$ cat src/hdl/rename_defines.svh
// Sizing for the rename slice. PHYS_REGS may range from 40 to 128.
// PHYS_REGS must stay above ARCH_REGS, since the excess forms the free list
`ifndef RENAME_DEFINES_SVH
`define RENAME_DEFINES_SVH

// Physical register count
// Tag 0 is reserved as the x0 sink
`define PHYS_REGS 64

// Architectural registers of RV32I
`define ARCH_REGS 32

// Data path width
`define XLEN 32

`endif

$ cat src/hdl/rename_pkg.sv
// Shared types for the rename slice. Only the RV32I ALU subset is decoded.
package rename_pkg;

    `include "rename_defines.svh"

    typedef logic [`XLEN-1:0] word_t;
    typedef logic [4:0] areg_t;
    typedef logic [$clog2(`PHYS_REGS)-1:0] preg_t;

    typedef enum logic [2:0] {
        ALU_ADD,
        ALU_SUB,
        ALU_AND,
        ALU_OR,
        ALU_XOR
    } alu_op_t;

    // Major opcodes handled by dispatch
    localparam logic [6:0] OPC_REG = 7'b0110011;
    localparam logic [6:0] OPC_IMM = 7'b0010011;

    typedef struct packed {
        logic [6:0] funct7;
        areg_t      rs2;
        areg_t      rs1;
        logic [2:0] funct3;
        areg_t      rd;
        logic [6:0] opcode;
    } r_fields_t;

    typedef struct packed {
        logic [11:0] imm12;
        areg_t       rs1;
        logic [2:0]  funct3;
        areg_t       rd;
        logic [6:0]  opcode;
    } i_fields_t;

    // Same 32 bits, seen as R-type or I-type
    typedef union packed {
        r_fields_t r;
        i_fields_t i;
    } inst_word_t;

endpackage

$ cat src/hdl/cdb_if.sv
// Single result bus from the ALU. Fields other than valid mean nothing
// while valid is low.
`timescale 1ns/1ps

interface cdb_if;
    import rename_pkg::*;

    // One-cycle strobe per result
    logic  valid;
    // Destination physical register
    preg_t tag;
    // Mapping displaced at rename, freed on this write
    preg_t old_tag;
    // Architectural destination, for write-back reporting
    areg_t rd;
    word_t value;

    // ALU side
    modport source (output valid, tag, old_tag, rd, value);

    // Register file and dispatch listen
    modport sink (input valid, tag, old_tag, rd, value);

endinterface

$ cat src/hdl/prf_read_if.sv
// Dispatch read port of the physical register file. Answers are
// combinational and already include the CDB bypass.
`timescale 1ns/1ps

interface prf_read_if;
    import rename_pkg::*;

    // Requests from dispatch
    preg_t rs1_tag;
    preg_t rs2_tag;

    // Answers from the register file
    word_t rs1_value;
    word_t rs2_value;
    logic  rs1_busy;
    logic  rs2_busy;

    modport requester (
        output rs1_tag, rs2_tag,
        input  rs1_value, rs2_value, rs1_busy, rs2_busy
    );

    modport responder (
        input  rs1_tag, rs2_tag,
        output rs1_value, rs2_value, rs1_busy, rs2_busy
    );

endinterface

$ cat src/hdl/phys_reg_file.sv
// Physical values and busy bits. Tag 0 reads zero and is never written;
// all values clear to zero at reset and reads see the CDB in the same cycle.
`timescale 1ns/1ps
`include "rename_defines.svh"

module phys_reg_file (
    input  logic              clk,
    input  logic              rst,
    prf_read_if.responder     rd_port,
    cdb_if.sink               cdb,
    input  logic              alloc_en,
    input  rename_pkg::preg_t alloc_tag
);
    import rename_pkg::*;

    word_t values [`PHYS_REGS];
    logic  busy   [`PHYS_REGS];
    logic  cdb_we;

    // Tag 0 results are the x0 sink and are dropped
    assign cdb_we = cdb.valid && (cdb.tag != '0);

    always_ff @(posedge clk) begin
        if (rst) begin
            for (int i = 0; i < `PHYS_REGS; i++) begin
                values[i] <= '0;
                busy[i]   <= 1'b0;
            end
        end else begin
            if (cdb_we) begin
                values[cdb.tag] <= cdb.value;
                busy[cdb.tag]   <= 1'b0;
            end
            // Never the same tag as the CDB write
            if (alloc_en) begin
                busy[alloc_tag] <= 1'b1;
            end
        end
    end

    function automatic word_t read_value(input preg_t t);
        if (t == '0) begin
            return '0;
        end
        // Result landing this cycle wins over the stored copy
        if (cdb_we && (cdb.tag == t)) begin
            return cdb.value;
        end
        return values[t];
    endfunction

    function automatic logic read_busy(input preg_t t);
        if (cdb_we && (cdb.tag == t)) begin
            return 1'b0;
        end
        return busy[t];
    endfunction

    always_comb begin
        rd_port.rs1_value = read_value(rd_port.rs1_tag);
        rd_port.rs2_value = read_value(rd_port.rs2_tag);
        rd_port.rs1_busy  = read_busy(rd_port.rs1_tag);
        rd_port.rs2_busy  = read_busy(rd_port.rs2_tag);
    end

    // Free list must never hand out the zero register
    assert property (@(posedge clk) disable iff (rst) alloc_en |-> (alloc_tag != '0))
        else $error("tag 0 allocated");

    // Every ALU result must target a tag renamed earlier and still pending
    assert property (@(posedge clk) disable iff (rst) cdb_we |-> busy[cdb.tag])
        else $error("CDB write to tag %0d which is not busy", cdb.tag);

endmodule

$ cat src/flat_wrapper.sv
// flat-port wrapper written by rule: the top's interface ports become plain ports
module phys_reg_file_flat import rename_pkg::*;
  (clk, rst, alloc_en, alloc_tag, rd_port_rs1_tag, rd_port_rs2_tag, rd_port_rs1_value, rd_port_rs2_value, rd_port_rs1_busy, rd_port_rs2_busy, cdb_valid, cdb_tag, cdb_old_tag, cdb_rd, cdb_value);
  prf_read_if rd_port_i ();
  cdb_if cdb_i ();
  input  logic clk;
  input  logic rst;
  input  logic alloc_en;
  input  rename_pkg::preg_t alloc_tag;
  input wire logic [$bits(rd_port_i.rs1_tag)-1:0] rd_port_rs1_tag;
  input wire logic [$bits(rd_port_i.rs2_tag)-1:0] rd_port_rs2_tag;
  output wire logic [$bits(rd_port_i.rs1_value)-1:0] rd_port_rs1_value;
  output wire logic [$bits(rd_port_i.rs2_value)-1:0] rd_port_rs2_value;
  output wire logic [$bits(rd_port_i.rs1_busy)-1:0] rd_port_rs1_busy;
  output wire logic [$bits(rd_port_i.rs2_busy)-1:0] rd_port_rs2_busy;
  input wire logic [$bits(cdb_i.valid)-1:0] cdb_valid;
  input wire logic [$bits(cdb_i.tag)-1:0] cdb_tag;
  input wire logic [$bits(cdb_i.old_tag)-1:0] cdb_old_tag;
  input wire logic [$bits(cdb_i.rd)-1:0] cdb_rd;
  input wire logic [$bits(cdb_i.value)-1:0] cdb_value;
  assign rd_port_i.rs1_tag = rd_port_rs1_tag;
  assign rd_port_i.rs2_tag = rd_port_rs2_tag;
  assign rd_port_rs1_value = rd_port_i.rs1_value;
  assign rd_port_rs2_value = rd_port_i.rs2_value;
  assign rd_port_rs1_busy = rd_port_i.rs1_busy;
  assign rd_port_rs2_busy = rd_port_i.rs2_busy;
  assign cdb_i.valid = cdb_valid;
  assign cdb_i.tag = cdb_tag;
  assign cdb_i.old_tag = cdb_old_tag;
  assign cdb_i.rd = cdb_rd;
  assign cdb_i.value = cdb_value;
  phys_reg_file u_core (.clk(clk), .rst(rst), .rd_port(rd_port_i), .cdb(cdb_i), .alloc_en(alloc_en), .alloc_tag(alloc_tag));
endmodule
$ cat config.mk
export PLATFORM = sky130hd
export DESIGN_NAME = phys_reg_file_flat
export DESIGN_NICKNAME = d
export VERILOG_FILES = /design/src/hdl/rename_pkg.sv /design/src/hdl/cdb_if.sv /design/src/hdl/prf_read_if.sv /design/src/hdl/phys_reg_file.sv /design/src/flat_wrapper.sv
export VERILOG_INCLUDE_DIRS = /design/src /design/src/hdl
export SDC_FILE = /design/constraint.sdc
export NUM_CORES = 2
export LEC_CHECK = 0
export BUFFER_PORTS_ARGS = -buffer_cell sky130_fd_sc_hd__buf_2
export CELL_PAD_IN_SITES_DETAIL_PLACEMENT = 1
export CELL_PAD_IN_SITES_GLOBAL_PLACEMENT = 1
export CORE_MARGIN = 1.5
export CORE_UTILIZATION = 35
export CTS_CLUSTER_SIZE = 12
export DETAILED_ROUTE_END_ITERATION = 7
export PLACE_DENSITY_LB_ADDON = 0.1
export SKIP_LAST_GASP = 1
export SYNTH_ARGS = -nofsm -noshare
export SYNTH_HDL_FRONTEND = slang
export SYNTH_SLANG_ARGS = --single-unit
$ cat constraint.sdc
create_clock -name clk -period 6.2 [get_ports clk]
set_clock_uncertainty 0.15 [all_clocks]
set_input_delay 0.62 -clock clk [delete_from_list [all_inputs] [get_ports clk]]
set_output_delay 0.62 -clock clk [all_outputs]
set_load 0.02 [all_outputs]
---- Word-level counts from Yosys, hierarchy flattened ----
Memories as Yosys holds them, arrays and structs flattened.
Index checks and enable logic that the tools add are counted.
storage, ports and cells
  bits in registers ....................... 0
  latch bits .............................. 0
  memory bits (writable) .................. 2112
  bits in read-only memories .............. 0
  bits of input ports ..................... 71
  output and inout bits ................... 66
  memories ................................ 2
memory list
  name           words  bits a word  read ports  clocked after Yosys merged registers in  write ports  RTL line             source
  u_core.values  64     32           2           0                                        64           phys_reg_file.sv:16  word_t values [`PHYS_REGS];
  u_core.busy    64     1            2           0                                        64           phys_reg_file.sv:17  logic busy [`PHYS_REGS];
operators by class
  $add $sub $neg .......................... 0
  multiply operators ...................... 0
  div/mod/pow operators ................... 0
  magnitude comparators ................... 0
  eq/ne operators ......................... 2
  shifts and indexed selects .............. 0
  mux-type cells .......................... 35
  bitwise operators ....................... 0
  reduce and logical (&&, ||, !) cells .... 9
operators by type and width
  kind                 count
  32-bit two-way mux   9
  32-bit OR reduction  1
  1-bit two-way mux    23
  6-bit two-way mux    3
  6-bit equality test  2
  6-bit logical NOT    2
  6-bit nonzero test   1
  1-bit logical AND    3
  1-bit OR reduction   2

---- Longest topological paths before layout ----
  word-level depth ........................ 7
  depth in mapped cells ................... 11
  mapped depth without buffers ............ 6

---- Worst setup path after synthesis ----
No wires, ideal clock.
  kind .................................... input-to-output
  from .................................... in cdb_tag[5]
  to ...................................... out rd_port_rs1_value[19]
  arrival time ............................ 2.551 ns
  setup slack ............................. 2.879 ns
  cell stages on the path ................. 9
  cells stage by stage .................... buf_2 > or3_1 > buf_6 > o41a_1 > nand4_1 > buf_2 > clkbuf_1 > o21ai_0 > a31oi_1
on the way
  cells in the longest elaborated chain, start to end .. 7
ends and longest elaborated chain
  what                             RTL line             source
  start: declaration               flat_wrapper.sv:17   input wire logic [$bits(cdb_i.tag)-1:0] cdb_tag;
  6-bit nonzero test               phys_reg_file.sv:21  assign cdb_we = cdb.valid && (cdb.tag != '0);
  1-bit logical AND                phys_reg_file.sv:21
  1-bit logical AND *              phys_reg_file.sv:46  if (cdb_we && (cdb.tag == t)) begin
  1-bit two-way mux (2 in series)  phys_reg_file.sv:46
  32-bit two-way mux *             phys_reg_file.sv:49  return values[t];
  32-bit two-way mux *             phys_reg_file.sv:46
  end: declaration                 flat_wrapper.sv:12   output wire logic [$bits(rd_port_i.rs1_value)-1:0] rd_port_rs1_value;
Mark *: on every way between the ends. The rest lies on a longest branch, timed or not. The select of a mux whose other input is x is not followed.

---- Final worst setup path ----
  from .................................... in rd_port_rs1_tag[0]
  to ...................................... out rd_port_rs1_value[31]
on the way
  cells in the longest elaborated chain, start to end .. 6
ends and longest elaborated chain
  what                                                        RTL line             source
  start: declaration                                          flat_wrapper.sv:10   input wire logic [$bits(rd_port_i.rs1_tag)-1:0] rd_port_rs1_tag;
  branches (longest 5 deep; another with memory 64 x 32 bit)  n/a
  32-bit two-way mux *                                        phys_reg_file.sv:46
Mark *: on every way between the ends. The select of a mux whose other input is x is not followed.

==> flow_metrics.tcl <==
set metrics [dict create \
    num_vias 78600 \
    gp_congestion 0.911 \
    cts_resized 0 \
    grt_max_degree 87 \
    layout_min_cycle_time_ns 5.94 \
    worst_slew_pin_slew_ns 1.59 \
    synth_edf_count 2048 \
    power.density_mw_per_mm2 285 \
    crit_required_ns 5.43 \
    cp-end-kind "output port" \
    setup_violations 0 \
    drt_wl_total_um 516000 \
    cts-root-buf "clkbuf_16" \
    port_buffers 125 \
    max_cap_violations 1 \
    via_per_inst 6.04 \
    grt_pass1_vias 79100 \
    drive_above_1_share_pct 20.5 \
    num-nets-final 8520 \
    synth-warning-count 0 \
    hold_viol_final 0 \
    ios 137 \
    clk_pin_slew_ns 0.06 \
    ir_worst_vdd_uv 177 \
    postCtsSetupBuffers 0 \
    hpwl_um 330000 \
    power.leakage_nw 46.4 \
    yosysTopAreaCellShare_pct 53.8 \
    fillers 32800 \
    die-area_mm2 0.330 \
    yosysSeqAreaShare_pct 55.0 \
    rsz0062_at_grt "false" \
    ant_nets 0 \
    numCtsBuffers 267 \
    synth-seq-cells 2112 \
    synthFlopType "edfxtp_1" \
    cts.hold.buffers_added 10 \
    initial_core_util_pct 35.2 \
    fmax_mhz 168 \
    yosys-top-cells-area "edfxtp_1 54%, mux4_2 13%, and2_1 11%" \
    area_delta_synth_final_pct 13.6 \
    avgSynthCellArea_um2 13.5 \
    yosys.area.top_type "edfxtp_1" \
    violations "max-capacitance violations, max-slew violations" \
    rows 209 \
    drv_slew 2 \
    slew_headroom_pct -7.39 \
    tritoncts "built" \
    die_w_um 574 \
    dr.pass1.iters 6 \
    core_area_mm2 0.325 \
    cp_max_fo 48 \
    finalSetupTns_ns 0 \
    ys_types 53 \
    status "finished with violations" \
    layout_worst_path_cycle_share_pct 95.8 \
    start_kind "input pin" \
    grt.overflow.total 0 \
    grt_pass1_wl_um 691000 \
    chipHeight_um 574 \
    hold_path.class "input pin to flip-flop" \
    synthArstFlopShare_pct 0 \
    clock_sinks 2112 \
    cts_buffer_depth 4 \
    htreeDepth 5 \
    drc 0 \
    arrival_ns 5.17 \
    power_mw 37.0 \
    synth_area_mm2 0.114 \
    wl_per_cell_um 39.7 \
    clk_latency_ns 0.91 \
    antenna_found_initial 97 \
    crit_type "input pin to output port" \
    grt.total_usage_pct 30.7 \
    drtIter0Drc 10100 \
    syn_inst 8459 \
]
-- where the power goes --
group	switching, mW	total, mW	internal (mW)
registers	0.386	16.8	16.4
logic	3.29	4.92	1.63
clock network	6.51	15.3	8.83
-- through the flow --
| stage | instance area, um2 | setup slack [ns] | cells | hold slack [ns] | util, % |
|---|---|---|---|---|---|
| after floorplan | 114000 | 2.88 | 8490 | 0.286 | - |
| after global placement | 121000 | 0.279 | 12500 | 0.295 | 37.4 |
| after detailed placement | 121000 | 0.388 | 12500 | 0.308 | 37.4 |
| after CTS | 130000 | 0.389 | 13000 | 0.0828 | 40.0 |
| after global routing | 130000 | 0.361 | 13000 | 0.108 | 40.0 |
| final | 130000 | 0.259 | 13000 | 0.127 | 40.0 |
-- synth_stat cells, types with 4 or more instances --
library cell / number
nand3_1: 126
buf_4: 47
or3_1: 4
buf_2: 193
nand3b_1: 13
a221oi_1: 72
a2111oi_0: 7
inv_1: 66
a211oi_1: 51
o22ai_1: 94
and3_1: 5
or3b_2: 10
o22a_1: 5
and2_1: 2022
o221ai_1: 19
nand2_1: 183
xor2_1: 8
nor2_1: 163
mux4_2: 661
or2_2: 63
mux2i_1: 1000
dfxtp_1: 64
edfxtp_1: 2048
xnor2_1: 4
nor2b_1: 61
o21ai_0: 231
buf_1: 36
a31oi_1: 51
a22oi_1: 288
clkbuf_1: 628
a21oi_1: 151
nor3_1: 44
nand4_1: 13
-- final cells by class --
cell class	instances	area, um2	area share [%]
antenna	37	92.6	0.0713
inverter	66	250	0.193
timing repair buffer	598	5010	3.86
tap	4325	5410	4.17
clock buffer	349	7260	5.60
sequential	2112	62800	48.4
multi-input combinational	5404	48000	37.0
clock inverter	117	986	0.760
-- state kept, by name, indices dropped and copies added, names as in the netlist --
register       flops
u_core.busy       64
u_core.values   2048
-- worst paths after layout --
path	startpoint	to	slack, ns	depth (start not counted)
min	cdb_value[1]	u_core.values[12][1]$_SDFFCE_PN0P_	0.13	2
max reg2reg	u_core.busy[1]$_DFF_P_	u_core.busy[1]$_DFF_P_	5.36	2
max	rd_port_rs1_tag[0]	rd_port_rs1_value[31]	0.26	9
min reg2reg	u_core.busy[37]$_DFF_P_	u_core.busy[37]$_DFF_P_	0.32	2
-- cell families (layout without fill, tap and decap cells) --
kind of cell	Yosys count	after routing	synth area share [%]
xor+xnor	12	12	0.0920
mux	1662	1662	21.8
other cells	1	69	0.00328
flops	2112	2112	55.0
simple gates	2718	2718	14.0
buf+inv	974	1130	3.59
compound gates	980	980	5.58
-- per-layer routing --
layer | GRT usage, % | wire length (um) | vias to the layer above
met1 | 41.9 | 216000 | 42400
met4 | 14.2 | 27100 | 8
met5 | 0 | 56 | -
met3 | 4.94 | 39700 | 749
met2 | 47.9 | 233000 | 3582
li1 | - | - | 31800
-- cells in the final DEF, fill, tap and decap left out, drive strengths merged, types with 7 or more instances in the layout --
cell type | Yosys | layout
or2 | 63 | 63
mux4 | 661 | 661
or3b | 10 | 10
conb | 1 | 32
clkbuf | 629 | 349
and2 | 2022 | 2022
o22ai | 94 | 94
a211oi | 51 | 51
a221oi | 72 | 72
xor2 | 8 | 8
a31oi | 51 | 51
diode | 0 | 37
a22oi | 288 | 288
nor3 | 44 | 44
clkinv | 0 | 92
nor2b | 61 | 61
nand3b | 13 | 13
dfxtp | 64 | 64
a21oi | 151 | 151
mux2i | 1000 | 1000
o21ai | 231 | 231
inv | 66 | 74
nand3 | 126 | 126
edfxtp | 2048 | 2048
nor2 | 163 | 163
o221ai | 19 | 19
nand2 | 183 | 183
nand4 | 13 | 13
bufinv | 0 | 14
dlygate4sd3 | 0 | 10
buf | 279 | 588
a2111oi | 7 | 7
-- worst max-delay path, stage by stage --
cell	delay [ns]
buf_8	0.48
buf_4	0.69
mux4_2	0.36
mux2i_1	0.06
o21ai_0	0.75
o21ai_0	0.88
buf_4	0.38
a31oi_1	0.40
buf_2	0.27
No activity file was read; power rests on OpenSTA's default activity.
