==> config.mk <==
export PLATFORM = sky130hd
export DESIGN_NAME = alu_unit_flat
export DESIGN_NICKNAME = d
export VERILOG_FILES = /design/src/hdl/rename_pkg.sv /design/src/hdl/cdb_if.sv /design/src/hdl/alu_unit.sv /design/src/flat_wrapper.sv
export VERILOG_INCLUDE_DIRS = /design/src /design/src/hdl
export SDC_FILE = /design/constraint.sdc
export NUM_CORES = 1
export LEC_CHECK = 0
export BUFFER_PORTS_ARGS = -buffer_cell sky130_fd_sc_hd__buf_2
export CAP_MARGIN = 20
export CORE_ASPECT_RATIO = 1.4
export CORE_UTILIZATION = 40
export CTS_BUF_LIST = sky130_fd_sc_hd__clkbuf_8
export CTS_CLUSTER_DIAMETER = 120
export CTS_CLUSTER_SIZE = 28
export DETAILED_ROUTE_END_ITERATION = 16
export SETUP_SLACK_MARGIN = 0.3
export SLEW_MARGIN = 20
export SYNTH_ARGS = -nofsm -noshare
export SYNTH_HDL_FRONTEND = slang
export SYNTH_SLANG_ARGS = --single-unit
==> constraint.sdc <==
create_clock -name clk -period 10.2 [get_ports clk]
set_clock_uncertainty 0.2 [all_clocks]
set_input_delay 2.04 -clock clk [delete_from_list [all_inputs] [get_ports clk]]
set_output_delay 2.04 -clock clk [all_outputs]
set_load 0.05 [all_outputs]
==> src/hdl/rename_defines.svh <==
// Sizing for the rename slice. PHYS_REGS may range from 40 to 128.
// PHYS_REGS must stay above ARCH_REGS, since the excess forms the free list
`ifndef RENAME_DEFINES_SVH
`define RENAME_DEFINES_SVH

// Physical register count
// Tag 0 is reserved as the x0 sink
`define PHYS_REGS 64

// Architectural registers of RV32I
`define ARCH_REGS 32

// Data path width
`define XLEN 32

`endif

==> src/hdl/rename_pkg.sv <==
// Shared types for the rename slice. Only the RV32I ALU subset is decoded.
package rename_pkg;

    `include "rename_defines.svh"

    typedef logic [`XLEN-1:0] word_t;
    typedef logic [4:0] areg_t;
    typedef logic [$clog2(`PHYS_REGS)-1:0] preg_t;

    typedef enum logic [2:0] {
        ALU_ADD,
        ALU_SUB,
        ALU_AND,
        ALU_OR,
        ALU_XOR
    } alu_op_t;

    // Major opcodes handled by dispatch
    localparam logic [6:0] OPC_REG = 7'b0110011;
    localparam logic [6:0] OPC_IMM = 7'b0010011;

    typedef struct packed {
        logic [6:0] funct7;
        areg_t      rs2;
        areg_t      rs1;
        logic [2:0] funct3;
        areg_t      rd;
        logic [6:0] opcode;
    } r_fields_t;

    typedef struct packed {
        logic [11:0] imm12;
        areg_t       rs1;
        logic [2:0]  funct3;
        areg_t       rd;
        logic [6:0]  opcode;
    } i_fields_t;

    // Same 32 bits, seen as R-type or I-type
    typedef union packed {
        r_fields_t r;
        i_fields_t i;
    } inst_word_t;

endpackage

==> src/hdl/cdb_if.sv <==
// Single result bus from the ALU. Fields other than valid mean nothing
// while valid is low.
`timescale 1ns/1ps

interface cdb_if;
    import rename_pkg::*;

    // One-cycle strobe per result
    logic  valid;
    // Destination physical register
    preg_t tag;
    // Mapping displaced at rename, freed on this write
    preg_t old_tag;
    // Architectural destination, for write-back reporting
    areg_t rd;
    word_t value;

    // ALU side
    modport source (output valid, tag, old_tag, rd, value);

    // Register file and dispatch listen
    modport sink (input valid, tag, old_tag, rd, value);

endinterface

==> src/hdl/alu_unit.sv <==
// Two-stage ALU with fixed latency. The CDB is driven from stage 2
// registers, so a result appears two edges after issue.
`timescale 1ns/1ps

module alu_unit (
    input  logic                clk,
    input  logic                rst,
    input  logic                issue_valid,
    input  rename_pkg::alu_op_t issue_op,
    input  rename_pkg::word_t   issue_a,
    input  rename_pkg::word_t   issue_b,
    input  rename_pkg::preg_t   issue_tag,
    input  rename_pkg::preg_t   issue_old_tag,
    input  rename_pkg::areg_t   issue_rd,
    cdb_if.source               cdb
);
    import rename_pkg::*;

    // Stage 1, operands as issued
    logic    s1_valid;
    alu_op_t s1_op;
    word_t   s1_a;
    word_t   s1_b;
    preg_t   s1_tag;
    preg_t   s1_old_tag;
    areg_t   s1_rd;

    // Stage 2, result registers
    logic    s2_valid;
    preg_t   s2_tag;
    preg_t   s2_old_tag;
    areg_t   s2_rd;
    word_t   s2_value;

    word_t   result;

    always_ff @(posedge clk) begin
        if (rst) begin
            s1_valid <= 1'b0;
            s2_valid <= 1'b0;
        end else begin
            s1_valid <= issue_valid;
            s2_valid <= s1_valid;
        end
    end

    always_ff @(posedge clk) begin
        s1_op      <= issue_op;
        s1_a       <= issue_a;
        s1_b       <= issue_b;
        s1_tag     <= issue_tag;
        s1_old_tag <= issue_old_tag;
        s1_rd      <= issue_rd;
        s2_tag     <= s1_tag;
        s2_old_tag <= s1_old_tag;
        s2_rd      <= s1_rd;
        s2_value   <= result;
    end

    always_comb begin
        case (s1_op)
            ALU_SUB: result = s1_a - s1_b;
            ALU_AND: result = s1_a & s1_b;
            ALU_OR:  result = s1_a | s1_b;
            ALU_XOR: result = s1_a ^ s1_b;
            default: result = s1_a + s1_b;
        endcase
    end

    assign cdb.valid   = s2_valid;
    assign cdb.tag     = s2_tag;
    assign cdb.old_tag = s2_old_tag;
    assign cdb.rd      = s2_rd;
    assign cdb.value   = s2_value;

endmodule

==> src/flat_wrapper.sv <==
// flat-port wrapper written by rule: the top's interface ports become plain ports
module alu_unit_flat import rename_pkg::*;
  (clk, rst, issue_valid, issue_op, issue_a, issue_b, issue_tag, issue_old_tag, issue_rd, cdb_valid, cdb_tag, cdb_old_tag, cdb_rd, cdb_value);
  cdb_if cdb_i ();
  input  logic clk;
  input  logic rst;
  input  logic issue_valid;
  input  rename_pkg::alu_op_t issue_op;
  input  rename_pkg::word_t issue_a;
  input  rename_pkg::word_t issue_b;
  input  rename_pkg::preg_t issue_tag;
  input  rename_pkg::preg_t issue_old_tag;
  input  rename_pkg::areg_t issue_rd;
  output wire logic [$bits(cdb_i.valid)-1:0] cdb_valid;
  output wire logic [$bits(cdb_i.tag)-1:0] cdb_tag;
  output wire logic [$bits(cdb_i.old_tag)-1:0] cdb_old_tag;
  output wire logic [$bits(cdb_i.rd)-1:0] cdb_rd;
  output wire logic [$bits(cdb_i.value)-1:0] cdb_value;
  assign cdb_valid = cdb_i.valid;
  assign cdb_tag = cdb_i.tag;
  assign cdb_old_tag = cdb_i.old_tag;
  assign cdb_rd = cdb_i.rd;
  assign cdb_value = cdb_i.value;
  alu_unit u_core (.clk(clk), .rst(rst), .issue_valid(issue_valid), .issue_op(issue_op), .issue_a(issue_a), .issue_b(issue_b), .issue_tag(issue_tag), .issue_old_tag(issue_old_tag), .issue_rd(issue_rd), .cdb(cdb_i));
endmodule
## Word level (Yosys, flattened, before mapping)

Index checks and enable logic that the tools add are counted.

- Add/subtract/negate cells: 2
- Equality and inequality tests: 4
- Multiplexer cells: 1
- Bitwise operators: 3

Operator list:

| kind | count |
|---|---|
| $pmux 32 s4 | 1 |
| $add 32x32->32 | 1 |
| $and 32x32->32 | 1 |
| $or 32x32->32 | 1 |
| $sub 32x32->32 | 1 |
| $xor 32x32->32 | 1 |
| $eq 3x2->1 const B | 2 |
| $eq 3x1->1 const B | 1 |
| $eq 3x3->1 const B | 1 |

- Register bits: 135
- Input port bits: 87
- Output and inout port bits: 50
- Word-level logic and storage cells: 22

## Depth between registers and ports, before layout

- Depth in word-level cells: 2
- Mapped depth: 17
- Gate-level depth less buffers: 16

## Worst setup path before layout

OpenSTA, ideal clock, no wires.

- Kind: reg-to-reg
- Start: register u_core.s1_op[0]
- End: register u_core.s2_value[24], in the netlist u_core.cdb.value[24]
- Library setup time: 0.117 ns
- Arrival time: 3.496 ns
- Required time: 9.883 ns
- Setup slack: 6.386 ns
- Cell stages (with the launch flop): 14
- Path buffers: 2
- Clock period less this slack: 3.814 ns
- Path through: dfxtp_1 -> buf_2 -> nor3b_1 -> clkbuf_1 -> mux2i_1 -> fa_1 -> a21o_1 -> a311o_1 -> a22oi_1 -> a21oi_2 -> a31o_2 -> a21oi_1 -> mux2i_1 -> nand2_1

- Longest elaborated chain between the ends: 2
- Elaborated cells between the ends (all ways): 5
- Those cells by class: eq/ne (4); mux (1)

Ends and longest elaborated chain:

| what | line | text |
|---|---|---|
| start: declaration | alu_unit.sv:21 | `alu_op_t s1_op;` |
| start signal: assignment | alu_unit.sv:48 | `s1_op <= issue_op;` |
| $eq 3x3->1 (tied with other cells) | alu_unit.sv:61 | `case (s1_op)` |
| $pmux 32 s4 (*) | alu_unit.sv:61 |  |
| via u_core.result[24] | alu_unit.sv:35 | `word_t result;` |
| end signal: assignment | alu_unit.sv:57 | `s2_value <= result;` |
| end: declaration | alu_unit.sv:33 | `word_t s2_value;` |

Mark *: on every way through the listed nets, which the timed path passes. The rest lies on a longest branch.
A chain may end at the register's enable or synchronous reset.

## Worst setup path after layout

- Start: register u_core.s1_op[0]
- End: register u_core.s2_value[30], in the netlist u_core.cdb.value[30]

Same word-level chain as after synthesis.

==> results list <==
- The flow ran to the end, and the final reports show no timing, DRC or antenna violations.
- Number of register bits inferred by synthesis: between 100 and 150
* Fraction of the yosys area taken by sequential cells: around two fifths
- TNS Setup: 0 ns
- Initial DRC count: about 230
- Of the total power, registers draw about two fifths.
- Number of instances on the worst hold path: 0
- Most frequently used flop master after synthesis: sky130_fd_sc_hd__dfxtp_1
- Fill cells: roughly 1.7k
- For the worst flop-to-flop path, the logic depth is 14.
- The worst-case IR drop observed on VDD is approximately 0.15 mV.
- In this run the cell area of the synthesized design comes to 6930 sq um.
- Number of buffers created by CTS: 17
- After clock tree synthesis, the clock-pin slew on the worst setup and hold paths is ~0.080 ns.
* Cell type contributing the most total cell area after synthesis: sky130_fd_sc_hd__dfxtp_1
- Switching power as a share of total power: about a third
- Based on the critical path, the design can be clocked at up to roughly 0.21 GHz.
- For this block, the routed nets add up to ~16 mm of wire.
- Final weighted congestion of routability-driven global placement: 0.864
- The initial utilization of the core area, before any placement, comes to between 40% and 50%.
- STA classifies the critical path startpoint as a register.
- For this run, design rule violations remaining after detail routing come to 0.
- The analysis attributes to cell leakage a power of just under 0.004 uW.
* Multi-input gate area in the final layout: 3800 sq um
- In this run the remaining antenna-violating nets after routing total 0.
- The worst setup path is of the register to register kind.
- Entering global routing, the biggest net connects 64 pins.
* Ant. Diodes: 0
- Internal Power: about 950 uW
* Arrival time of data at the critical path endpoint: between 4 and 5 ns
- Share of final-layout standard cells stronger than drive strength 1: around 21%
- Number of endpoints with negative hold slack in the final report: 0
* Post-synth EDFFs: 0
* GR met2 Demand/Resource: a little over a third
- Hold bufs inserted after CTS: 0
- In the post-synthesis netlist, the biggest area contributors are sky130_fd_sc_hd__dfxtp_1 (39%), sky130_fd_sc_hd__ha_1 (17%), sky130_fd_sc_hd__a21oi_1 (5.4%), sky130_fd_sc_hd__xnor2_1 (5.3%), sky130_fd_sc_hd__inv_1 (4.1%).
- For this design the top-level I/O count stands at approximately 140.
* Pwr per Cell Area: roughly 180 nW/um^2
- Type of element capturing the critical path: register
- Setup repair after global routing left no endpoint under its margin.
* Register-to-register path setup slack: approximately 5.4 ns
- TritonCTS clock tree: yes
* Endpoint of the lowest-slack register-to-register path: u_core.cdb.value[30]$_DFF_P_
* Crit path required time: 10.36 ns
- In the global route stage, met3 resource usage came out at 4.29%.
- In this run the tool buffered the top-level ports with 136 buffer cells.
* Storage element area: ~2700 sq um
- Fin crit share: between 40% and 50%
- The first global-routing pass estimated around 27 mm of wire.
- Async set-or-reset flop fraction in the synthesized netlist: 0%
- Maximum clock insertion buffer count: 2
- Vias after detailed routing: 5,646
- For the worst-skew pair, the clock arrives at the later sink with an insertion delay of around 0.45 ns.
- Most congested layer reported by global routing: met2
- Origin of the worst setup path: u_core.s1_op[0]$_DFF_P_
- Wire length per cell after detailed routing: between 15 and 20 um
- Max capacitance violation total: 0
- Fraction of power consumed by the clock network: just under 30%
* Worst rel slew slack: 37.4%
- From bottom edge to top edge, the die measures roughly 160 um.
* CTS root buffer: sky130_fd_sc_hd__clkbuf_8
* Count of final setup violators: 0
- The area growth from synthesis to layout is 17.8%.
- The worst hold path begins at u_core.s1_old_tag[2]$_DFF_P_.
- Count of unique library cells instantiated by Yosys: 53
* Final Max Slew Viols: 0
- Antenna violations before repair: 0
- The design draws around 1500 uW.
- TritonCTS Sinks: about 140
- # resized after CTS: 0
- Averaged over all synthesized cells, the footprint is approximately 9 sq um.
- Met1 usage in global routing: 20.5%
* Gate count of the mapped netlist: about 750
* Post-detailed-route via-to-cell ratio: approximately 5
* Ys Warns: 0
- The min-delay analysis places its worst path in the category register to register.
- Worst-path fanout max: 63
- Cell row count: 56
* Tightest Pin Transition: ~0.94 ns
* Worst Hold Slack: about 0.12 ns
- For this design the total switching power over the nets is 516 uW.
* Vias in the first global route: roughly 5.6k
- Detailed placement finished with a half-perimeter wire length of ~13 mm.
- The routed design could run at a clock period as short as 4.80 ns.
- Global-route usage over all layers: a little under a fifth
* Total number of H-tree levels: 4
- Net count after synthesis: around 940
- Die ar.: about 18,000 sq um
- Post-CTS Setup Bufs: 0
- Die span in x: roughly 110 um
- The total overflow left after global routing is 0.
* Number of iterations in the first detailed-routing pass: 4
- After floorplanning, the core was sized to cover 16,800 sq um.
- Start of the worst register-to-register path: u_core.s1_op[0]$_DFF_P_
* Endpoint with the worst hold slack: u_core.cdb.old_tag[2]$_DFF_P_
- Final net count: ~1.1k
- Fraction of synthesized cell area taken by the top area cell type: between 30% and 40%
- Combinational logic is responsible for ~29% of the overall power.
[layout make-up]
class,instances,area share [%]
clock inverters,13,1.61
flip-flops and latches,135,33.2
well taps,203,3.11
repair buffers,142,8.90
multi-input cells,509,46.6
clock buffers,19,3.21
inverters,75,3.45
[how the worst max path moves through the flow]
stage / to / depth (start not counted)
2_1_floorplan: u_core.cdb.value[24]$_DFF_P_ / 13
3_3_place_gp: u_core.cdb.value[30]$_DFF_P_ / 14
3_5_place_dp: u_core.cdb.value[30]$_DFF_P_ / 14
4_1_cts: u_core.cdb.value[30]$_DFF_P_ / 14
5_1_grt: u_core.cdb.value[30]$_DFF_P_ / 14
6_report: u_core.cdb.value[30]$_DFF_P_ / 14
[critical path, stage by stage (launching register included)]
cell                        delay, ns
sky130_fd_sc_hd__dfxtp_2         0.32
sky130_fd_sc_hd__buf_4           0.54
sky130_fd_sc_hd__nor3b_2         0.88
sky130_fd_sc_hd__buf_4           0.34
sky130_fd_sc_hd__a21oi_1         0.07
sky130_fd_sc_hd__xnor2_1         0.15
sky130_fd_sc_hd__ha_1            0.41
sky130_fd_sc_hd__a21oi_1         0.09
sky130_fd_sc_hd__o21ai_0         0.31
sky130_fd_sc_hd__nor3b_1         0.13
sky130_fd_sc_hd__a21oi_2         0.26
sky130_fd_sc_hd__a21oi_1         0.11
sky130_fd_sc_hd__a2111oi_0       0.55
sky130_fd_sc_hd__nor3_1          0.09
sky130_fd_sc_hd__o31ai_1         0.25
[layer usage]
| layer | wire length (um) | vias to the layer above | part of all wire (%) |
|---|---|---|---|
| met5 | 0 | - | 0 |
| met1 | 6780 | 2613 | 41 |
| li1 | - | 2861 | - |
| met3 | 695 | 31 | 4.2 |
| met4 | 416 | 0 | 2.5 |
| met2 | 8600 | 141 | 52 |
[registers in the layout, indices dropped and copies added (netlist names), 6 cells and up]
register / flops
u_core.s1_old_tag: 6
u_core.cdb.value: 32
u_core.s1_b: 32
u_core.cdb.tag: 6
u_core.s1_tag: 6
u_core.cdb.old_tag: 6
u_core.s1_a: 32
[metrics by stage]
| step | std cells | util [%] | setup WS [ns] | area, sq um |
|---|---|---|---|---|
| global route | 1096 | 48.5 | 5.02 | 8160 |
| CTS | 1096 | 48.5 | 5.33 | 8160 |
| finish | 1096 | 48.5 | 5.40 | 8160 |
| detailed placement | 1064 | 46.2 | 5.35 | 7760 |
| floorplan | 754 | - | 6.39 | 6930 |
| global placement | 1064 | 46.2 | 5.47 | 7760 |
[kinds of logic after synthesis]
family	after synthesis	share of synthesized area [%]
muxes	8	1.16
buffers and inverters	110	6.21
DFF	135	39.0
AOI/OAI and AO/OA	199	18.3
xor gates and xnor gates	54	6.94
adders and majority gates	97	17.6
and+or+nand+nor	151	10.7
[power groups by stage]
stage / combinational, uW / clock, uW / sequential (uW)
6_report: 424 / 434 / 607
5_1_grt: 461 / 467 / 612
4_1_cts: 426 / 449 / 608
3_5_place_dp: 423 / 0 / 619
3_3_place_gp: 421 / 0 / 619
2_1_floorplan: 197 / 0 / 738
[cell usage in the layout (no fill, tap or decap), types with 6 or more instances in the layout]
master,synthesis,layout
sky130_fd_sc_hd__nand2_1,29,29
sky130_fd_sc_hd__nor3_1,6,6
sky130_fd_sc_hd__nand4_1,8,8
sky130_fd_sc_hd__mux2i_1,8,8
sky130_fd_sc_hd__a21o_1,22,22
sky130_fd_sc_hd__a211oi_1,15,15
sky130_fd_sc_hd__inv_1,75,77
sky130_fd_sc_hd__nor2b_1,8,8
sky130_fd_sc_hd__nand3_1,15,15
sky130_fd_sc_hd__xnor2_1,42,42
sky130_fd_sc_hd__xor2_1,11,11
sky130_fd_sc_hd__dfxtp_1,135,134
sky130_fd_sc_hd__o22ai_1,13,13
sky130_fd_sc_hd__ha_1,96,96
sky130_fd_sc_hd__a31oi_1,12,12
sky130_fd_sc_hd__a21oi_1,75,75
sky130_fd_sc_hd__clkbuf_8,0,19
sky130_fd_sc_hd__buf_4,0,6
sky130_fd_sc_hd__and3_1,7,7
sky130_fd_sc_hd__nor2_1,53,53
sky130_fd_sc_hd__o21ai_0,25,25
sky130_fd_sc_hd__buf_2,8,136
[synthesized netlist by cell type, drive strengths merged, types with 4 or more instances]
cell type    n
dfxtp      135
ha          96
a21oi       76
inv         75
nor2        53
xnor2       43
nand2       29
o21ai       25
a21o        22
clkbuf      22
a211oi      15
nand3       15
buf         13
o22ai       13
a31oi       12
xor2        11
and3         8
mux2i        8
nand4        8
nor2b        8
nor3         6
nor3b        5
a41oi        4
and2         4
nor4         4
o21a         4
o31ai        4
or3          4
Power figures use the tool's default switching activity.
