[config.mk]
export PLATFORM = sky130hd
export DESIGN_NAME = dispatch_stage_flat
export DESIGN_NICKNAME = d
export VERILOG_FILES = /design/src/hdl/rename_pkg.sv /design/src/hdl/cdb_if.sv /design/src/hdl/prf_read_if.sv /design/src/hdl/free_list.sv /design/src/hdl/dispatch_stage.sv /design/src/flat_wrapper.sv
export VERILOG_INCLUDE_DIRS = /design/src /design/src/hdl
export SDC_FILE = /design/constraint.sdc
export NUM_CORES = 1
export LEC_CHECK = 0
export BUFFER_PORTS_ARGS = -buffer_cell sky130_fd_sc_hd__buf_2
export CORE_UTILIZATION = 54
export DETAILED_ROUTE_END_ITERATION = 16
export PLACE_DENSITY = 0.74
export SETUP_SLACK_MARGIN = 0.02
export SYNTH_ARGS = -nofsm -noshare
export SYNTH_HDL_FRONTEND = slang
export SYNTH_SLANG_ARGS = --single-unit
[constraint.sdc]
create_clock -name clk -period 5.2 [get_ports clk]
set_input_delay 1.56 -clock clk [delete_from_list [all_inputs] [get_ports clk]]
set_output_delay 1.56 -clock clk [all_outputs]
set_load 0.1 [all_outputs]
[src/hdl/rename_defines.svh]
// Sizing for the rename slice. PHYS_REGS may range from 40 to 128.
// PHYS_REGS must stay above ARCH_REGS, since the excess forms the free list
`ifndef RENAME_DEFINES_SVH
`define RENAME_DEFINES_SVH

// Physical register count
// Tag 0 is reserved as the x0 sink
`define PHYS_REGS 64

// Architectural registers of RV32I
`define ARCH_REGS 32

// Data path width
`define XLEN 32

`endif

[src/hdl/rename_pkg.sv]
// Shared types for the rename slice. Only the RV32I ALU subset is decoded.
package rename_pkg;

    `include "rename_defines.svh"

    typedef logic [`XLEN-1:0] word_t;
    typedef logic [4:0] areg_t;
    typedef logic [$clog2(`PHYS_REGS)-1:0] preg_t;

    typedef enum logic [2:0] {
        ALU_ADD,
        ALU_SUB,
        ALU_AND,
        ALU_OR,
        ALU_XOR
    } alu_op_t;

    // Major opcodes handled by dispatch
    localparam logic [6:0] OPC_REG = 7'b0110011;
    localparam logic [6:0] OPC_IMM = 7'b0010011;

    typedef struct packed {
        logic [6:0] funct7;
        areg_t      rs2;
        areg_t      rs1;
        logic [2:0] funct3;
        areg_t      rd;
        logic [6:0] opcode;
    } r_fields_t;

    typedef struct packed {
        logic [11:0] imm12;
        areg_t       rs1;
        logic [2:0]  funct3;
        areg_t       rd;
        logic [6:0]  opcode;
    } i_fields_t;

    // Same 32 bits, seen as R-type or I-type
    typedef union packed {
        r_fields_t r;
        i_fields_t i;
    } inst_word_t;

endpackage

[src/hdl/cdb_if.sv]
// Single result bus from the ALU. Fields other than valid mean nothing
// while valid is low.
`timescale 1ns/1ps

interface cdb_if;
    import rename_pkg::*;

    // One-cycle strobe per result
    logic  valid;
    // Destination physical register
    preg_t tag;
    // Mapping displaced at rename, freed on this write
    preg_t old_tag;
    // Architectural destination, for write-back reporting
    areg_t rd;
    word_t value;

    // ALU side
    modport source (output valid, tag, old_tag, rd, value);

    // Register file and dispatch listen
    modport sink (input valid, tag, old_tag, rd, value);

endinterface

[src/hdl/prf_read_if.sv]
// Dispatch read port of the physical register file. Answers are
// combinational and already include the CDB bypass.
`timescale 1ns/1ps

interface prf_read_if;
    import rename_pkg::*;

    // Requests from dispatch
    preg_t rs1_tag;
    preg_t rs2_tag;

    // Answers from the register file
    word_t rs1_value;
    word_t rs2_value;
    logic  rs1_busy;
    logic  rs2_busy;

    modport requester (
        output rs1_tag, rs2_tag,
        input  rs1_value, rs2_value, rs1_busy, rs2_busy
    );

    modport responder (
        input  rs1_tag, rs2_tag,
        output rs1_value, rs2_value, rs1_busy, rs2_busy
    );

endinterface

[src/hdl/free_list.sv]
// Circular FIFO of free physical tags. Reset fills it with tags ARCH_REGS
// to PHYS_REGS-1, and head is valid only while empty is low.
`timescale 1ns/1ps
`include "rename_defines.svh"

module free_list (
    input  logic              clk,
    input  logic              rst,
    input  logic              push,
    input  rename_pkg::preg_t push_tag,
    input  logic              pop,
    output rename_pkg::preg_t head,
    output logic              empty
);
    import rename_pkg::*;

    localparam int DEPTH = `PHYS_REGS - `ARCH_REGS;
    localparam int PTR_W = $clog2(DEPTH);
    localparam int CNT_W = $clog2(DEPTH + 1);

    preg_t            slots [DEPTH];
    logic [PTR_W-1:0] rd_ptr;
    logic [PTR_W-1:0] wr_ptr;
    logic [CNT_W-1:0] count;
    logic             full;

    // Wrap for depths that are not a power of two
    function automatic logic [PTR_W-1:0] next_ptr(input logic [PTR_W-1:0] p);
        return (p == PTR_W'(DEPTH - 1)) ? '0 : p + 1'b1;
    endfunction

    always_ff @(posedge clk) begin
        if (rst) begin
            // Unmapped tags, in order
            for (int i = 0; i < DEPTH; i++) begin
                slots[i] <= preg_t'(`ARCH_REGS + i);
            end
            rd_ptr <= '0;
            // Full at reset, so the write pointer has wrapped to zero
            wr_ptr <= '0;
            count  <= CNT_W'(DEPTH);
        end else begin
            if (push) begin
                slots[wr_ptr] <= push_tag;
                wr_ptr        <= next_ptr(wr_ptr);
            end
            if (pop) begin
                rd_ptr <= next_ptr(rd_ptr);
            end
            if (push && !pop) begin
                count <= count + 1'b1;
            end else if (pop && !push) begin
                count <= count - 1'b1;
            end
        end
    end

    assign head  = slots[rd_ptr];
    assign empty = (count == '0);
    assign full  = (count == CNT_W'(DEPTH));

    // Dispatch must see empty before it asks for a tag
    assert property (@(posedge clk) disable iff (rst) pop |-> !empty)
        else $error("free list popped while empty");

    // Tag accounting broken if a returned tag finds no room
    assert property (@(posedge clk) disable iff (rst) (push && !pop) |-> !full)
        else $error("free list pushed while full");

endmodule

[src/hdl/dispatch_stage.sv]
// In-order rename and issue, one instruction per cycle. Unsupported opcodes
// are consumed silently; writes to x0 issue with tag 0 and allocate nothing.
`timescale 1ns/1ps
`include "rename_defines.svh"

module dispatch_stage (
    input  logic                  clk,
    input  logic                  rst,
    input  logic                  inst_valid,
    input  rename_pkg::inst_word_t inst,
    output logic                  stall,
    prf_read_if.requester         rd_port,
    cdb_if.sink                   cdb,
    output logic                  alloc_en,
    output rename_pkg::preg_t     alloc_tag,
    output logic                  issue_valid,
    output rename_pkg::alu_op_t   issue_op,
    output rename_pkg::word_t     issue_a,
    output rename_pkg::word_t     issue_b,
    output rename_pkg::preg_t     issue_tag,
    output rename_pkg::preg_t     issue_old_tag,
    output rename_pkg::areg_t     issue_rd
);
    import rename_pkg::*;

    // Architectural to physical map
    preg_t rat [`ARCH_REGS];

    logic    is_r;
    logic    is_i;
    logic    f3_ok;
    logic    supported;
    logic    need_alloc;
    logic    accept;
    logic    fl_empty;
    preg_t   fl_head;
    alu_op_t op;
    areg_t   rd;
    word_t   imm_sext;

    // Funct3 values shared by both formats: ADD/SUB, XOR, OR, AND
    assign f3_ok = (inst.r.funct3 == 3'b000) || (inst.r.funct3 == 3'b100) ||
                   (inst.r.funct3 == 3'b110) || (inst.r.funct3 == 3'b111);

    // R-type only accepts funct7 0, or 0x20 for SUB
    assign is_r = (inst.r.opcode == OPC_REG) && f3_ok &&
                  ((inst.r.funct7 == 7'h00) ||
                   (inst.r.funct7 == 7'h20 && inst.r.funct3 == 3'b000));
    assign is_i = (inst.i.opcode == OPC_IMM) && f3_ok;
    assign supported = is_r || is_i;

    always_comb begin
        case (inst.r.funct3)
            3'b100:  op = ALU_XOR;
            3'b110:  op = ALU_OR;
            3'b111:  op = ALU_AND;
            // Only R-type can subtract
            default: op = (is_r && inst.r.funct7[5]) ? ALU_SUB : ALU_ADD;
        endcase
    end

    assign rd       = inst.i.rd;
    assign imm_sext = {{(`XLEN - 12){inst.i.imm12[11]}}, inst.i.imm12};

    // Source lookup; register file bypasses the CDB for us
    assign rd_port.rs1_tag = rat[inst.r.rs1];
    assign rd_port.rs2_tag = rat[inst.r.rs2];

    // x0 is never renamed
    assign need_alloc = supported && (rd != '0);

    // rs2 only matters for R-type
    assign stall = inst_valid && supported &&
                   (rd_port.rs1_busy || (is_r && rd_port.rs2_busy) ||
                    (need_alloc && fl_empty));

    assign accept = inst_valid && !stall;

    assign alloc_en  = accept && need_alloc;
    assign alloc_tag = fl_head;

    // Issue goes straight into ALU stage 1
    assign issue_valid   = accept && supported;
    assign issue_op      = op;
    assign issue_a       = rd_port.rs1_value;
    assign issue_b       = is_r ? rd_port.rs2_value : imm_sext;
    assign issue_tag     = need_alloc ? fl_head : '0;
    assign issue_old_tag = need_alloc ? rat[rd] : '0;
    assign issue_rd      = rd;

    always_ff @(posedge clk) begin
        if (rst) begin
            // Identity map
            for (int i = 0; i < `ARCH_REGS; i++) begin
                rat[i] <= preg_t'(i);
            end
        end else if (alloc_en) begin
            rat[rd] <= fl_head;
        end
    end

    // Displaced tag comes back when its successor writes
    free_list u_free_list (
        .clk      (clk),
        .rst      (rst),
        .push     (cdb.valid && (cdb.old_tag != '0)),
        .push_tag (cdb.old_tag),
        .pop      (alloc_en),
        .head     (fl_head),
        .empty    (fl_empty)
    );

endmodule

[src/flat_wrapper.sv]
// flat-port wrapper written by rule: the top's interface ports become plain ports
module dispatch_stage_flat import rename_pkg::*;
  (clk, rst, inst_valid, inst, stall, alloc_en, alloc_tag, issue_valid, issue_op, issue_a, issue_b, issue_tag, issue_old_tag, issue_rd, rd_port_rs1_tag, rd_port_rs2_tag, rd_port_rs1_value, rd_port_rs2_value, rd_port_rs1_busy, rd_port_rs2_busy, cdb_valid, cdb_tag, cdb_old_tag, cdb_rd, cdb_value);
  prf_read_if rd_port_i ();
  cdb_if cdb_i ();
  input  logic clk;
  input  logic rst;
  input  logic inst_valid;
  input  rename_pkg::inst_word_t inst;
  output logic stall;
  output logic alloc_en;
  output rename_pkg::preg_t alloc_tag;
  output logic issue_valid;
  output rename_pkg::alu_op_t issue_op;
  output rename_pkg::word_t issue_a;
  output rename_pkg::word_t issue_b;
  output rename_pkg::preg_t issue_tag;
  output rename_pkg::preg_t issue_old_tag;
  output rename_pkg::areg_t issue_rd;
  output wire logic [$bits(rd_port_i.rs1_tag)-1:0] rd_port_rs1_tag;
  output wire logic [$bits(rd_port_i.rs2_tag)-1:0] rd_port_rs2_tag;
  input wire logic [$bits(rd_port_i.rs1_value)-1:0] rd_port_rs1_value;
  input wire logic [$bits(rd_port_i.rs2_value)-1:0] rd_port_rs2_value;
  input wire logic [$bits(rd_port_i.rs1_busy)-1:0] rd_port_rs1_busy;
  input wire logic [$bits(rd_port_i.rs2_busy)-1:0] rd_port_rs2_busy;
  input wire logic [$bits(cdb_i.valid)-1:0] cdb_valid;
  input wire logic [$bits(cdb_i.tag)-1:0] cdb_tag;
  input wire logic [$bits(cdb_i.old_tag)-1:0] cdb_old_tag;
  input wire logic [$bits(cdb_i.rd)-1:0] cdb_rd;
  input wire logic [$bits(cdb_i.value)-1:0] cdb_value;
  assign rd_port_rs1_tag = rd_port_i.rs1_tag;
  assign rd_port_rs2_tag = rd_port_i.rs2_tag;
  assign rd_port_i.rs1_value = rd_port_rs1_value;
  assign rd_port_i.rs2_value = rd_port_rs2_value;
  assign rd_port_i.rs1_busy = rd_port_rs1_busy;
  assign rd_port_i.rs2_busy = rd_port_rs2_busy;
  assign cdb_i.valid = cdb_valid;
  assign cdb_i.tag = cdb_tag;
  assign cdb_i.old_tag = cdb_old_tag;
  assign cdb_i.rd = cdb_rd;
  assign cdb_i.value = cdb_value;
  dispatch_stage u_core (.clk(clk), .rst(rst), .inst_valid(inst_valid), .inst(inst), .stall(stall), .rd_port(rd_port_i), .cdb(cdb_i), .alloc_en(alloc_en), .alloc_tag(alloc_tag), .issue_valid(issue_valid), .issue_op(issue_op), .issue_a(issue_a), .issue_b(issue_b), .issue_tag(issue_tag), .issue_old_tag(issue_old_tag), .issue_rd(issue_rd));
endmodule
# [After elaboration in Yosys (flattened, before gate mapping)]
# Memories as Yosys holds them, arrays and structs flattened. A register that Yosys moved wholly into a read port is not among the register bits.
# Cells that the tools add are included.
# Widths: inputs -> output; s select.
[totals] ff_bits=16 ram_bits=384 inputBits=151 output_inout_bits=105 word_cells=76 memories=2
[mem_list] memory="u_core.rat" words=32 width=6 rd=3 rd_ports_with_merged_regs=0 wr=32 line_no="dispatch_stage.sv:27" rtl="preg_t rat [`ARCH_REGS];"
[mem_list] memory="u_core.u_free_list.slots" words=32 width=6 rd=1 rd_ports_with_merged_regs=1 wr=32 line_no="free_list.sv:21" rtl="preg_t slots [DEPTH];"
[classes] n_addsub=4 n_eq_ne=8 muxes=25 n_reduce_logical=34
[op_table] operator="$mux 6" n=6
[op_table] operator="$mux 32" n=1
[op_table] operator="$mux 5" n=6
[op_table] operator="$logic_and 1x1->1" n=16
[op_table] operator="$eq 7x6->1 const B" n=2
[op_table] operator="$reduce_or 6->1" n=2
[op_table] operator="$mux 1" n=11
[op_table] operator="$add 5x1->5 const B" n=2
[op_table] operator="$eq 5x5->1 const B" n=2
[op_table] operator="$eq 3x3->1 const B" n=3
[op_table] operator="$pmux 3 s3" n=1
[op_table] operator="$eq 7x5->1 const B" n=1
[op_table] operator="$logic_not 7->1" n=1
[op_table] operator="$logic_or 1x1->1" n=7
[op_table] operator="$add 6x1->6 const B" n=1
[op_table] operator="$logic_not 6->1" n=1
[op_table] operator="$reduce_bool 6->1" n=1
[op_table] operator="$sub 6x1->6 const B" n=1
[op_table] operator="$reduce_bool 5->1" n=1
[op_table] operator="$logic_not 1->1" n=3
[op_table] operator="$logic_not 3->1" n=1
[op_table] operator="$reduce_bool 2->1" n=1

# [Depth between registers and ports, before layout]
[depth] ltp_word=19 mapped_depth=16 depth_no_buf=13

# [Cells and area by module]
# From an unflattened synthesis, not the netlist that was laid out.
[unflattened] hier_cells=1868 area_unflattened_um2=23480.0
[modules_own_cells] mod="dispatch_stage" n_inst=1 cells_per_inst=1070 area_per_inst_um2=13354.1 seq_area_each_um2=5765.5
[modules_own_cells] mod="free_list" n_inst=1 cells_per_inst=798 area_per_inst_um2=10126.0 seq_area_each_um2=6185.9

# [Least setup slack after synthesis]
# No wires, ideal clock.
[synth_timing] path_kind="input -> register" start="in inst[13] in the netlist's numbering" end="reg u_core.u_free_list.count[4]" setup_time_ps=71 arrival_time_ps=6692 required_ps=5129 slack_ps=-1563 cell_stages=15 path_buffers=2 path_cell_list="and2_2 -> o211a_1 -> nand3_2 -> buf_6 -> buf_2 -> nor3_1 -> inv_1 -> ha_1 -> inv_1 -> ha_1 -> nor2b_1 -> o21a_1 -> o21ai_0 -> or3b_2 -> a21oi_1"
[synth_between] elab_chain_len=17 elab_cells_between_ends=28 cone_classes="3 x eq/ne; 1 x mux; 24 x reduce/logical"
[synth_rtl] item="start, declared" line_no="flat_wrapper.sv:9" rtl="input rename_pkg::inst_word_t inst;"
[synth_rtl] item="$eq 3x3->1 or $logic_not 3->1 (tied branches)" line_no="dispatch_stage.sv:42, dispatch_stage.sv:48"
[synth_rtl] item="$logic_or 1x1->1 (2 in series)" line_no="dispatch_stage.sv:42" rtl="assign f3_ok = (inst.r.funct3 == 3'b000) || (inst.r.funct3 == 3'b100) ||"
[synth_rtl] item="$logic_or 1x1->1" line_no="dispatch_stage.sv:43" rtl="(inst.r.funct3 == 3'b110) || (inst.r.funct3 == 3'b111);"
[synth_rtl] item="$logic_and 1x1->1 (2 in series)" line_no="dispatch_stage.sv:46" rtl="assign is_r = (inst.r.opcode == OPC_REG) && f3_ok &&"
[synth_rtl] item="$logic_or 1x1->1" line_no="dispatch_stage.sv:50" rtl="assign supported = is_r || is_i;"
[synth_rtl] item="$logic_and 1x1->1" line_no="dispatch_stage.sv:70" rtl="assign need_alloc = supported && (rd != '0);"
[synth_rtl] item="$logic_and 1x1->1" line_no="dispatch_stage.sv:75" rtl="(need_alloc && fl_empty));"
[synth_rtl] item="$logic_or 1x1->1" line_no="dispatch_stage.sv:74" rtl="(rd_port.rs1_busy || (is_r && rd_port.rs2_busy) ||"
[synth_rtl] item="$logic_and 1x1->1" line_no="dispatch_stage.sv:73" rtl="assign stall = inst_valid && supported &&"
[synth_rtl] item="$logic_not 1->1" line_no="dispatch_stage.sv:77" rtl="assign accept = inst_valid && !stall;"
[synth_rtl] item="$logic_and 1x1->1" line_no="dispatch_stage.sv:77"
[synth_rtl] item="$logic_and 1x1->1 (*)" line_no="dispatch_stage.sv:79" rtl="assign alloc_en = accept && need_alloc;"
[synth_rtl] item="named net alloc_en" line_no="flat_wrapper.sv:11" rtl="output logic alloc_en;"
[synth_rtl] item="$logic_not 1->1" line_no="free_list.sv:50" rtl="if (push && !pop) begin"
[synth_rtl] item="$logic_and 1x1->1" line_no="free_list.sv:50"
[synth_rtl] item="$mux 6 or $reduce_bool 2->1 (tied branches)"
[synth_rtl] item="end signal, assigned" line_no="free_list.sv:41" rtl="count <= CNT_W'(DEPTH);"
[synth_rtl] item="end signal, assigned" line_no="free_list.sv:51" rtl="count <= count + 1'b1;"
[synth_rtl] item="end signal, assigned" line_no="free_list.sv:53" rtl="count <= count - 1'b1;"
[synth_rtl] item="end, declared" line_no="free_list.sv:24" rtl="logic [CNT_W-1:0] count;"
# The timed path passes the listed nets; every way through them passes the cells marked *.
# A chain may end at the register's enable or synchronous reset.

# [Worst setup path after layout]
[layout_timing] start="in inst[20] in the netlist's numbering" end="out rd_port_rs2_tag[3]"
[layout_between] elab_chain_len=1
[layout_rtl] item="$mem_v2 32x6"
[layout_rtl] item="end, declared" line_no="flat_wrapper.sv:21" rtl="output wire logic [$bits(rd_port_i.rs2_tag)-1:0] rd_port_rs2_tag;"
# Every way passes these cells.

==> results.sh <==
export IMPL_status="finished, final reports clean"
export IMPL_cts_sinks=405
export IMPL_fin_crit_sh_pct=97.4
export IMPL_endpoint_kind="output port"
export IMPL_finalClockSkew_ns=0.0241
export IMPL_slew_headroom_pct=13.6
export IMPL_dieArea_um2=43600
export IMPL_tns_ns=0
export IMPL_pre_cts_slack_ns=0.206
export IMPL_synth_cell_types=67
export IMPL_min_delay_path_class="reg2reg"
export IMPL_tightest_slew_ns=1.29
export IMPL_power_density_nw_per_um2=287
export IMPL_area_growth_pct=14.5
export IMPL_cts_made_buffers=43
export IMPL_remaining_drc_errors=0
export IMPL_synth_cell_area_um2=23100
export IMPL_wl_per_cell_um=27.7
export IMPL_r2r_slack_ns=1.96
export IMPL_fp_row_count=75
export IMPL_synth_top_area_share_pct=49.9
export IMPL_max_cap_violations=0
export IMPL_hold_viol_final=0
export IMPL_ys_ff_latch=405
export IMPL_postCtsSetupRepairBufs=0
export IMPL_cts_tree="yes"
export IMPL_grt_overflow_total=0
export IMPL_final_core_util_pct=62.9
export IMPL_antenna_found_initial=1
export IMPL_seq_area_frac_synth_pct=51.8
export IMPL_avgSynthCellArea_um2=13.0
export IMPL_worstSkewPairLatency_ns=0.56
export IMPL_initial_core_util_pct=54.9
export IMPL_antenna_cells=0
export IMPL_cts_resized=0
export IMPL_finalWorstSetupSlack_ns=0.136
export IMPL_ios=256
export IMPL_synth_ff_type="edfxtp_1"
export IMPL_max_stage_delay_ns=0.53
export IMPL_nets=1993
export IMPL_cts_root_buf="clkbuf_16"
export IMPL_required_ns=3.64
export IMPL_cpMostUsedCell="buf_12"
export IMPL_wl_um=66400
export IMPL_grt_pass1_vias=16600
export IMPL_final_cell_mix="edfxtp_1, mux4_2, nor3_1"
export IMPL_rsz0062_at_grt="false"
export IMPL_maxSlewViolCount=0
export IMPL_drive_gt1_share_pct=30.4
export IMPL_async_flop_share_pct=0
export IMPL_clk_path_buf_depth=3
export IMPL_r2r_cells=6
export IMPL_drt_iter0_drc=1872
export IMPL_cpMaxStageDelayCell="mux4_2"
export IMPL_core_area_um2=42000
export IMPL_ys_warn_count=0
export IMPL_fmax_ghz=0.197
export IMPL_critPathKind="in2out"
export IMPL_synth_top_cell_by_area="edfxtp_1"
export IMPL_cp_arrival_ns=3.50
export IMPL_final_antenna_net_count=0
export IMPL_finalSetupViolCount=0
export IMPL_crit_fanout=12
export IMPL_min_period_ns=5.06
export IMPL_p_total_mw=7.59
export IMPL_die_h_um=209
export IMPL_synth_area_leaders="edfxtp_1, mux4_2, mux2i_1, nor3_1, nand3_1"
export IMPL_crit_path_end="rd_port_rs2_tag[3]"
export IMPL_dp_hpwl_um=44800
export IMPL_clkTransAtPathRegs_ns=0.06
export IMPL_first_pass_iters=6
export IMPL_final_common_cell="edfxtp_1"
export IMPL_die_w_um=209
export IMPL_hold_buffers=0
export IMPL_holdWs_ns=0.480
export IMPL_track_usage_pct=30.8
export IMPL_grt_pass1_wl_um=100000
export IMPL_crit_path_start="inst[20]"
export IMPL_place_congestion=0.945
export IMPL_vias=16500
export IMPL_port_buffers=148
export IMPL_p_leak_nw=8.24
export IMPL_routed_via_density=6.88
export IMPL_r2r_end="u_core.rat[14][0]"
export IMPL_irDropWorstVdd_mv=0.320
export IMPL_synth_edf_count=384
export IMPL_grt_start_max_net_pins=61
export IMPL_critical_path_cell_chain="buf_4 > buf_12 > mux4_2 > mux2i_1 > a22o_1 > a221oi_4 > buf_12"
export IMPL_cp_start_kind="input pin"
export IMPL_cts_htree_levels=2
export IMPL_syn_inst=1771
[where the power goes]
group / total (mW) / switching, mW / internal, mW
logic: 1.13 / 0.757 / 0.377
clock network: 2.79 / 1.26 / 1.53
registers: 3.67 / 0.0422 / 3.62
total: 7.59 / 2.06 / 5.53
[per-layer routing]
layer  routed length (µm)  track usage (%)
met1                21900             37.1
met3                 7700             6.78
met4                 4210             17.4
met2                32600             51.4
met5                   12                0
[Yosys cell counts (11+ instances only)]
cell type / count
a21oi_1: 26
inv_1: 20
buf_2: 69
a22oi_1: 25
or2_2: 14
or3_1: 60
edfxtp_1: 384
mux4_2: 168
nand2_1: 82
a22o_1: 12
nand3_1: 104
nor3_2: 30
buf_1: 11
dfxtp_1: 21
clkbuf_1: 101
nor2_1: 79
nor3_1: 119
and2_1: 42
mux2i_1: 96
or4_1: 12
ha_1: 13
o21ai_0: 56
buf_4: 46
a221oi_1: 12
a21o_1: 33
o22ai_1: 24
[worst max-delay path: cells and delay by family]
family	cells	cell delay, ns
buffers and inverters	3	0.71
multiplexers	2	0.92
AO/OA/AOI/OAI	2	0.29
[metrics by stage]
step                cells  area (µm²)
finish               2398       26400
global route         2398       26400
CTS                  2398       26400
detailed placement   2322       25200
global placement     2322       25200
floorplan            1776       23400
[flip-flops by register name, summed over array words and instances (netlist names), named ones only]
| signal | count |
|---|---|
| u_core.rat | 192 |
| u_core.u_free_list.count | 6 |
| u_core.u_free_list.rd_ptr | 5 |
| u_core.u_free_list.slots | 192 |
| u_core.u_free_list.wr_ptr | 5 |
[cell type report]
| class | count | area [µm²] |
|---|---|---|
| Clock inverter | 22 | 108 |
| Clock buffer | 54 | 1130 |
| Inverter | 21 | 78.8 |
| Multi-Input combinational cell | 1115 | 10100 |
| Fill cell | 3098 | 15600 |
| Timing Repair Buffer | 242 | 2340 |
| Sequential cell | 405 | 12000 |
| Tap cell | 539 | 674 |
[cell families after synthesis]
family / count (synthesis) / synth area share (%)
buf+inv: 256 / 5.63
mux: 270 / 20.8
compound gates: 210 / 6.09
flops: 405 / 51.8
simple gates: 613 / 14.8
fa+ha+maj: 14 / 0.791
other cells: 1 / 0.0162
xor+xnor: 2 / 0.0759
[worst min path at each step]
| stage | from | endpoint | slack [ns] | cells after the start |
|---|---|---|---|---|
| final | u_core.u_free_list.count[4] | u_core.u_free_list.count[4] | 0.48 | 2 |
| after global routing | u_core.u_free_list.count[4] | u_core.u_free_list.count[4] | 0.53 | 2 |
| after CTS | u_core.u_free_list.count[4] | u_core.u_free_list.count[4] | 0.47 | 2 |
| after detailed placement | u_core.u_free_list.count[4] | u_core.u_free_list.count[4] | 0.47 | 2 |
| after global placement | u_core.u_free_list.count[4] | u_core.u_free_list.count[4] | 0.46 | 2 |
| after floorplan | u_core.u_free_list.count[4] | u_core.u_free_list.count[4] | 0.45 | 2 |
Power figures use the tool's default switching activity.
